`src/design/zx_input_pkg.sv`:
```
package zx_input_pkg;

   //////////////////////////////////////////////////
   // Keyboard matrix geometry
   //////////////////////////////////////////////////
   localparam int KEY_ROWS = 8;   // Half-rows, one per high address bit A8..A15
   localparam int KEY_COLS = 5;   // Keys per half-row, data bits D0..D4

   //////////////////////////////////////////////////
   // I/O ports
   //////////////////////////////////////////////////
   // ULA port is any even address, so only Kempston needs a number
   localparam logic [7:0] KEMPSTON_PORT = 8'h1F;

   //////////////////////////////////////////////////
   // PS/2 set-2 prefixes
   //////////////////////////////////////////////////
   localparam logic [7:0] PS2_BREAK  = 8'hF0;   // Key release follows
   localparam logic [7:0] PS2_EXTEND = 8'hE0;   // Extended key follows

   //////////////////////////////////////////////////
   // Joystick debounce
   //////////////////////////////////////////////////
   localparam int JOY_STABLE_CYCLES = 16;
   // Counter must be able to hold JOY_STABLE_CYCLES itself
   localparam int JOY_CNT_W = $clog2(JOY_STABLE_CYCLES + 1);

endpackage

```
`src/design/io_read_port.sv`:
```
module io_read_port
   import zx_input_pkg::*;
(
   input  logic                         clk,
   input  logic                         rst_n,
   input  logic                         io_req,
   input  logic [15:0]                  io_addr,
   input  logic                         ear,
   input  logic [KEY_ROWS*KEY_COLS-1:0] key_state,
   input  logic [7:0]                   joy_byte,
   output logic                         io_ack,
   output logic [7:0]                   io_data
);

   logic                req_q;      // Input register
   logic                req_d;      // Previous req_q, for the edge
   logic                req_rise;
   logic [1:0]          ear_sync;
   logic [KEY_COLS-1:0] col_held;   // Key held in any selected row
   logic [7:0]          ula_byte;
   logic [7:0]          rd_byte;

   always_ff @(posedge clk or negedge rst_n) begin
      if (!rst_n) begin
         req_q    <= 1'b0;
         req_d    <= 1'b0;
         ear_sync <= 2'b00;
      end else begin
         req_q    <= io_req;
         req_d    <= req_q;
         ear_sync <= {ear_sync[0], ear};
      end
   end

   assign req_rise = req_q & ~req_d;

   //////////////////////////////////////////////////
   // Read data
   //////////////////////////////////////////////////
   // A low address bit 8+r selects half-row r
   always_comb begin
      col_held = '0;
      for (int r = 0; r < KEY_ROWS; r++) begin
         if (!io_addr[8+r])
            col_held = col_held | key_state[r*KEY_COLS +: KEY_COLS];
      end
   end

   // Board has an inverting transistor on EAR
   assign ula_byte = {1'b1, ~ear_sync[1], 1'b1, ~col_held};

   always_comb begin
      if (!io_addr[0])
         rd_byte = ula_byte;                    // Any even port is the ULA
      else if (io_addr[7:0] == KEMPSTON_PORT)
         rd_byte = joy_byte;
      else
         rd_byte = 8'hFF;                       // Floating bus
   end

   // Captured once per request, later key changes do not disturb it
   always_ff @(posedge clk) begin
      if (req_rise)
         io_data <= rd_byte;
   end

   always_ff @(posedge clk or negedge rst_n) begin
      if (!rst_n)
         io_ack <= 1'b0;
      else if (req_rise)
         io_ack <= 1'b1;                        // Data valid with ack
      else if (!req_q)
         io_ack <= 1'b0;                        // CPU has dropped req
   end

endmodule

```
`src/design/joystick_port.sv`:
```
module joystick_port
   import zx_input_pkg::*;
(
   input  logic       clk,
   input  logic       rst_n,
   input  logic       joyup,      // Pins are active low
   input  logic       joydown,
   input  logic       joyleft,
   input  logic       joyright,
   input  logic       joyfire,
   output logic [7:0] joy_byte    // 000 fire up down left right, active high
);

   logic [4:0]           pins;
   logic [4:0]           sync_a;
   logic [4:0]           sync_b;
   logic [4:0]           cand;       // Value being timed for stability
   logic [JOY_CNT_W-1:0] stab_cnt;

   // Same bit order as the Kempston byte
   assign pins = {joyfire, joyup, joydown, joyleft, joyright};

   always_ff @(posedge clk or negedge rst_n) begin
      if (!rst_n) begin
         sync_a   <= 5'h1F;          // Released pins sit high
         sync_b   <= 5'h1F;
         cand     <= 5'h1F;
         stab_cnt <= '0;
         joy_byte <= 8'h00;
      end else begin
         sync_a <= pins;
         sync_b <= sync_a;
         if (sync_b != cand) begin
            cand     <= sync_b;      // New candidate, start timing again
            stab_cnt <= '0;
         end else if (stab_cnt != JOY_CNT_W'(JOY_STABLE_CYCLES)) begin
            stab_cnt <= stab_cnt + 1'b1;
         end else begin
            joy_byte <= {3'b000, ~cand};   // Held long enough, accept
         end
      end
   end

endmodule

```
`src/design/keyboard_matrix.sv`:
```
module keyboard_matrix
   import zx_input_pkg::*;
(
   input  logic                         clk,
   input  logic                         rst_n,
   input  logic [7:0]                   scan_code,
   input  logic                         scan_valid,
   output logic [KEY_ROWS*KEY_COLS-1:0] key_state
);

   localparam int IDX_W = $clog2(KEY_ROWS * KEY_COLS);

   logic             brk_pend;   // F0 seen
   logic             ext_pend;   // E0 seen
   logic             key_hit;    // Code is in the table
   logic [IDX_W-1:0] key_idx;    // row*5 + col

   //////////////////////////////////////////////////
   // Set-2 scancode to matrix position
   //////////////////////////////////////////////////
   always_comb begin
      key_hit = 1'b1;
      key_idx = '0;
      case (scan_code)
         // Row 0: CAPS SHIFT Z X C V
         8'h12: key_idx = 6'd0;    // Left shift as CAPS SHIFT
         8'h1A: key_idx = 6'd1;
         8'h22: key_idx = 6'd2;
         8'h21: key_idx = 6'd3;
         8'h2A: key_idx = 6'd4;
         // Row 1: A S D F G
         8'h1C: key_idx = 6'd5;
         8'h1B: key_idx = 6'd6;
         8'h23: key_idx = 6'd7;
         8'h2B: key_idx = 6'd8;
         8'h34: key_idx = 6'd9;
         // Row 2: Q W E R T
         8'h15: key_idx = 6'd10;
         8'h1D: key_idx = 6'd11;
         8'h24: key_idx = 6'd12;
         8'h2D: key_idx = 6'd13;
         8'h2C: key_idx = 6'd14;
         // Row 3: 1 2 3 4 5
         8'h16: key_idx = 6'd15;
         8'h1E: key_idx = 6'd16;
         8'h26: key_idx = 6'd17;
         8'h25: key_idx = 6'd18;
         8'h2E: key_idx = 6'd19;
         // Row 4: 0 9 8 7 6
         8'h45: key_idx = 6'd20;
         8'h46: key_idx = 6'd21;
         8'h3E: key_idx = 6'd22;
         8'h3D: key_idx = 6'd23;
         8'h36: key_idx = 6'd24;
         // Row 5: P O I U Y
         8'h4D: key_idx = 6'd25;
         8'h44: key_idx = 6'd26;
         8'h43: key_idx = 6'd27;
         8'h3C: key_idx = 6'd28;
         8'h35: key_idx = 6'd29;
         // Row 6: ENTER L K J H
         8'h5A: key_idx = 6'd30;
         8'h4B: key_idx = 6'd31;
         8'h42: key_idx = 6'd32;
         8'h3B: key_idx = 6'd33;
         8'h33: key_idx = 6'd34;
         // Row 7: SPACE SYM SHIFT M N B
         8'h29: key_idx = 6'd35;
         8'h59: key_idx = 6'd36;   // Right shift as SYMBOL SHIFT
         8'h3A: key_idx = 6'd37;
         8'h31: key_idx = 6'd38;
         8'h32: key_idx = 6'd39;
         default: key_hit = 1'b0;  // Unmapped
      endcase
   end

   //////////////////////////////////////////////////
   // Prefix tracking and pressed state
   //////////////////////////////////////////////////
   always_ff @(posedge clk or negedge rst_n) begin
      if (!rst_n) begin
         brk_pend  <= 1'b0;
         ext_pend  <= 1'b0;
         key_state <= '0;
      end else if (scan_valid) begin
         if (scan_code == PS2_BREAK) begin
            brk_pend <= 1'b1;
         end else if (scan_code == PS2_EXTEND) begin
            ext_pend <= 1'b1;
         end else begin
            // Extended keys have no place on the Spectrum
            if (key_hit && !ext_pend)
               key_state[key_idx] <= ~brk_pend;   // Make sets, break clears
            brk_pend <= 1'b0;
            ext_pend <= 1'b0;
         end
      end
   end

endmodule

```
`src/design/ps2_rx.sv`:
```
module ps2_rx (
   input  logic       clk,
   input  logic       rst_n,
   input  logic       ps2_clk,
   input  logic       ps2_data,
   output logic [7:0] scan_code,
   output logic       scan_valid
);

   // Roughly 350 us at 28 MHz, well over one PS/2 bit period
   localparam int IDLE_W = 14;
   localparam logic [IDLE_W-1:0] IDLE_LIMIT = 14'd10000;

   logic [1:0]        clk_sync;    // PS/2 clock synchronizer
   logic [1:0]        data_sync;   // PS/2 data synchronizer
   logic              clk_prev;    // Edge register
   logic              fall;
   logic [9:0]        shreg;       // Start, data, parity; stop comes live
   logic [3:0]        bit_cnt;
   logic [IDLE_W-1:0] idle_cnt;
   logic [10:0]       frame;
   logic              frame_ok;

   // Lines idle high, so synchronizers come out of reset high
   always_ff @(posedge clk or negedge rst_n) begin
      if (!rst_n) begin
         clk_sync  <= 2'b11;
         data_sync <= 2'b11;
         clk_prev  <= 1'b1;
      end else begin
         clk_sync  <= {clk_sync[0], ps2_clk};
         data_sync <= {data_sync[0], ps2_data};
         clk_prev  <= clk_sync[1];
      end
   end

   assign fall = clk_prev & ~clk_sync[1];   // Device changes data on rise, we sample on fall

   // Whole frame as seen while sampling the stop bit
   assign frame    = {data_sync[1], shreg};
   assign frame_ok = ~frame[0]            // Start bit low
                   & frame[10]            // Stop bit high
                   & (^frame[9:1]);       // Odd parity over data plus parity bit

   // LSB first, so shift in from the top
   always_ff @(posedge clk) begin
      if (fall)
         shreg <= {data_sync[1], shreg[9:1]};
   end

   //////////////////////////////////////////////////
   // Bit counter, idle timeout, output strobe
   //////////////////////////////////////////////////
   always_ff @(posedge clk or negedge rst_n) begin
      if (!rst_n) begin
         bit_cnt    <= '0;
         idle_cnt   <= '0;
         scan_valid <= 1'b0;
      end else begin
         scan_valid <= 1'b0;
         if (fall) begin
            idle_cnt <= '0;
            if (bit_cnt == 4'd10) begin
               bit_cnt    <= '0;               // Stop bit, frame done
               scan_valid <= frame_ok;
            end else begin
               bit_cnt <= bit_cnt + 4'd1;
            end
         end else begin
            if (idle_cnt != IDLE_LIMIT)
               idle_cnt <= idle_cnt + 1'b1;
            else
               bit_cnt <= '0;                  // Drop a half-received frame
         end
      end
   end

   // Data byte sits in frame[8:1]
   always_ff @(posedge clk) begin
      if (fall && bit_cnt == 4'd10 && frame_ok)
         scan_code <= frame[8:1];
   end

endmodule

```
`src/design/zx_input_top.sv`:
```
module zx_input_top
   import zx_input_pkg::*;
(
   input  logic        clk,
   input  logic        rst_n,
   input  logic        ps2_clk,
   input  logic        ps2_data,
   input  logic        ear,
   input  logic        joyup,
   input  logic        joydown,
   input  logic        joyleft,
   input  logic        joyright,
   input  logic        joyfire,
   input  logic        io_req,
   input  logic [15:0] io_addr,
   output logic        io_ack,
   output logic [7:0]  io_data
);

   logic [7:0]                   scan_code;
   logic                         scan_valid;
   logic [KEY_ROWS*KEY_COLS-1:0] key_state;   // One bit per Spectrum key
   logic [7:0]                   joy_byte;

   //////////////////////////////////////////////////
   // Keyboard path
   //////////////////////////////////////////////////
   ps2_rx u_ps2_rx (
      .clk        (clk),
      .rst_n      (rst_n),
      .ps2_clk    (ps2_clk),
      .ps2_data   (ps2_data),
      .scan_code  (scan_code),
      .scan_valid (scan_valid)
   );

   keyboard_matrix u_keyboard_matrix (
      .clk        (clk),
      .rst_n      (rst_n),
      .scan_code  (scan_code),
      .scan_valid (scan_valid),
      .key_state  (key_state)
   );

   // Kempston interface
   joystick_port u_joystick_port (
      .clk      (clk),
      .rst_n    (rst_n),
      .joyup    (joyup),
      .joydown  (joydown),
      .joyleft  (joyleft),
      .joyright (joyright),
      .joyfire  (joyfire),
      .joy_byte (joy_byte)
   );

   io_read_port u_io_read_port (
      .clk       (clk),
      .rst_n     (rst_n),
      .io_req    (io_req),
      .io_addr   (io_addr),
      .ear       (ear),         // Raw pin, synchronized inside
      .key_state (key_state),
      .joy_byte  (joy_byte),
      .io_ack    (io_ack),
      .io_data   (io_data)
   );

endmodule

```
`config.mk`:
```
export PLATFORM = sky130hd
export DESIGN_NAME = zx_input_top
export DESIGN_NICKNAME = d
export VERILOG_FILES = /design/src/design/zx_input_pkg.sv /design/src/design/io_read_port.sv /design/src/design/joystick_port.sv /design/src/design/keyboard_matrix.sv /design/src/design/ps2_rx.sv /design/src/design/zx_input_top.sv
export SDC_FILE = /design/constraint.sdc
export NUM_CORES = 1
export LEC_CHECK = 0
export BUFFER_PORTS_ARGS = -buffer_cell sky130_fd_sc_hd__buf_4
export CAP_MARGIN = 40
export CORE_ASPECT_RATIO = 0.7
export CORE_MARGIN = 3
export CORE_UTILIZATION = 50
export DETAILED_ROUTE_END_ITERATION = 12
export GPL_TIMING_DRIVEN = 0
export PLACE_DENSITY = 0.73
export RECOVER_POWER = 100
export SYNTH_ARGS = -nofsm -noshare
export SYNTH_HDL_FRONTEND = slang
export SYNTH_SLANG_ARGS = --single-unit
```
`constraint.sdc`:
```
create_clock -name clk -period 2.7 [get_ports clk]
set_input_delay 0.54 -clock clk [delete_from_list [all_inputs] [get_ports clk]]
set_output_delay 0.54 -clock clk [all_outputs]
set_load 0.03 [all_outputs]
```
==> flow_metrics.tcl <==
set metrics [dict create \
    status "complete, but fails checks" \
    violations "capacitance limit, slew limit" \
    period_share 0.9732 \
    synth-main-ff-cell "dfrtp_1" \
    worstPathMaxFanout 10 \
    r2r_setup_slack_ps 70 \
    drc 0 \
    num_rows 33 \
    instances_no_fill 832 \
    path_cells "buf_2 > buf_2 > nor2b_1 > a22oi_1 > o22ai_1 > nand3_1 > and4_1 > clkbuf_2 > nor3_2 > mux2i_1" \
    synth_top_family_by_area "simple AND/OR/NAND/NOR gates" \
    crit_top_cell "buf_2" \
    fp.dieW_um 138.6 \
    worstMarginPinSlew_ps 1815 \
    drt_iter0_markers 380 \
    worst_hold_path_type "input port to flop" \
    antenna_found_initial 0 \
    synth_simple_gate_area_frac 0.1853 \
    synth_seq_area_share 0.5162 \
    layout.nets 695 \
    grt_pass1_vias 4659 \
    place.gp.congestion 0.9474 \
    final_common_cell "dfrtp_1" \
    path_delay_family "simple AND/OR/NAND/NOR gates" \
    end_kind "flop" \
    start_util 0.5196 \
    final_cell_mix "76 x dfrtp_1, 54 x inv_1, 43 x mux2i_1" \
    fmax_ghz 0.3806 \
    start_kind "flop" \
    maxCapViolCount 1 \
    postCtsHoldBufs 0 \
    clkSinkCount 121 \
    worstPathArrival_ps 2960 \
    ys_warn_count 0 \
    synthDistinctLibCells 57 \
    synth_adder_area_share 0.01219 \
    slew_headroom -0.2098 \
    syn_area_per_cell_um2 10.33 \
    fillerInstances 965 \
    syn_inst 596 \
    drive_gt1_frac 0.2030 \
    hpwl_um 10350 \
    synth_compound_area_frac 0.1008 \
    die_y_um 98.85 \
    crit_slowest_cell "nor2b_1" \
    dieArea_um2 13700 \
    fp.coreArea_um2 11850 \
    leakage_uw 0.002999 \
    synth_seq_cells 121 \
    vias_per_cell 5.712 \
    place_inst 790 \
    irDropWorstVdd_mv 0.6931 \
    area_growth_pct 20.44 \
    ios 36 \
    clkLatencyLatePin_ps 410 \
    worstSetupPathType "flop to flop" \
    first_pass_iters 5 \
    timing_hold_violations_final 0 \
    htree_levels 4 \
    ant_nets 0 \
    grt_max_degree 67 \
    skew_ps 8.805 \
    slew_viol_final 31 \
    grt_pass1_wl_um 23990 \
    setup_viol 0 \
    fin_setup_tns_ps 0 \
    numCtsBuffers 17 \
    period_needed_ps 2628 \
    netlist_area_um2 6157 \
    required_ps 3030 \
    grt_overflow 0 \
    cts_tree "yes" \
    cts_buffer_depth 2 \
    synth_xor_xnor_area_share 0.04836 \
    clkSlewWorstSetupHoldPaths_ps 60 \
    worst_path_largest_cell_delay_ps 330 \
    track_usage 0.2194 \
    pwr_density_cell_nw_per_um2 599.4 \
    avgRoutedWirePerCell_um 17.99 \
    via_count 4752 \
    diodes 0 \
    placement.io_buffers 35 \
    syn-num-nets 629 \
    synth_mux_area_frac 0.06990 \
    async_flop_share 0.7934 \
    critPathBufInv 3 \
    routed_wl_um 14970 \
    synth-edff-count 25 \
    cts_root_buf "clkbuf_16" \
]
what timing repair did:
action,CTS,global route
buffers inserted,4,4
cloned,0,1
gates resized for setup,8,34
endpoints found under the setup margin,22,40
pin swaps,1,3
registers in the layout (all words and copies together), names as in the netlist, 4 cells and up:
| name | flops |
|---|---|
| u_io_read_port.io_data | 7 |
| u_joystick_port.joy_byte | 5 |
| u_keyboard_matrix.key_state | 40 |
| u_joystick_port.cand | 5 |
| u_ps2_rx.idle_cnt | 14 |
| u_joystick_port.stab_cnt | 5 |
| u_ps2_rx.bit_cnt | 4 |
| u_joystick_port.sync_b | 5 |
| u_ps2_rx.shreg | 10 |
| u_joystick_port.sync_a | 5 |
| u_ps2_rx.scan_code | 8 |
logic make-up (layout without fill, tap and decap cells):
kind of cell | Yosys count | after routing
xor gates and xnor gates | 34 | 34
adders and majority gates | 6 | 6
AOI/OAI and AO/OA | 89 | 89
buffers and inverters | 93 | 172
and+or+nand+nor | 210 | 210
muxes | 43 | 43
DFF | 121 | 121
metrics by stage:
step	total power (uW)	hold slack, ps	instance area (um^2)	setup slack, ps	util
6_report	4445	229.6	7416	72.29	0.6258
5_1_grt	4603	211.9	7416	-10.89	0.6258
3_5_place_dp	2263	345.1	6649	-260.5	0.5611
2_1_floorplan	2146	244.4	6157	369.5	-
3_3_place_gp	2245	332.7	6616	-211.7	0.5583
4_1_cts	4490	67.84	7291	7.825	0.6152
Yosys cell counts, drive strengths merged (9+ instances only):
cell type | instances | area (um^2)
buf | 22 | 147.6
o21ai | 18 | 90.09
clkbuf | 17 | 63.81
nand2 | 26 | 97.59
xor2 | 18 | 157.7
inv | 54 | 202.7
nand2b | 10 | 62.56
mux2i | 43 | 430.4
a21oi | 11 | 55.05
nor2 | 31 | 116.4
nand4 | 9 | 56.30
dfstp | 20 | 525.5
nor3 | 31 | 165.2
nor2b | 18 | 120.1
nand3 | 42 | 210.2
edfxtp | 25 | 750.7
dfrtp | 76 | 1902
nor4 | 9 | 56.30
xnor2 | 16 | 140.1
o22ai | 23 | 143.9
layout make-up:
cell class,count,area [um^2],share of cell area
inverters,54,202.7,0.02733
clock buffers,19,454.2,0.06125
well taps,157,196.4,0.02649
clock inverters,13,133.9,0.01805
multi-input cells,382,2691,0.3629
plain buffers,39,230.2,0.03104
repair buffers,47,329.1,0.04437
flip-flops and latches,121,3178,0.4285
metal layers:
layer	share of wire	vias up	routed length, um	global-route usage
met3	0.078	17	1165	0.05917
met5	0	-	0	0
met4	0.012	0	178	0.06241
met2	0.43	183	6509	0.3156
met1	0.48	2311	7114	0.3282
li1	-	2241	-	-
path summary, 6_finish.rpt:
kind                                            start                         endpoint  cells past startpoint
hold / removal                                joyfire        u_joystick_port.sync_a[4]                      1
max in group asynchronous                       rst_n        u_joystick_port.sync_b[0]                      2
hold reg to reg            u_io_read_port.ear_sync[0]       u_io_read_port.ear_sync[1]                      0
min in group asynchronous                       rst_n  u_keyboard_matrix.key_state[23]                      1
setup / recovery                u_ps2_rx.scan_code[0]  u_keyboard_matrix.key_state[13]                     10
setup reg to reg                u_ps2_rx.scan_code[0]  u_keyboard_matrix.key_state[13]                     10
report_power, final:
| part | internal, uW | leakage [uW] | switching (uW) |
|---|---|---|---|
| registers | 1940 | 0.00147 | 59.5 |
| clock network | 1340 | 0.000272 | 875 |
| logic | 95.4 | 0.00126 | 129 |
Note: power is estimated with default switching activity, not from simulation.
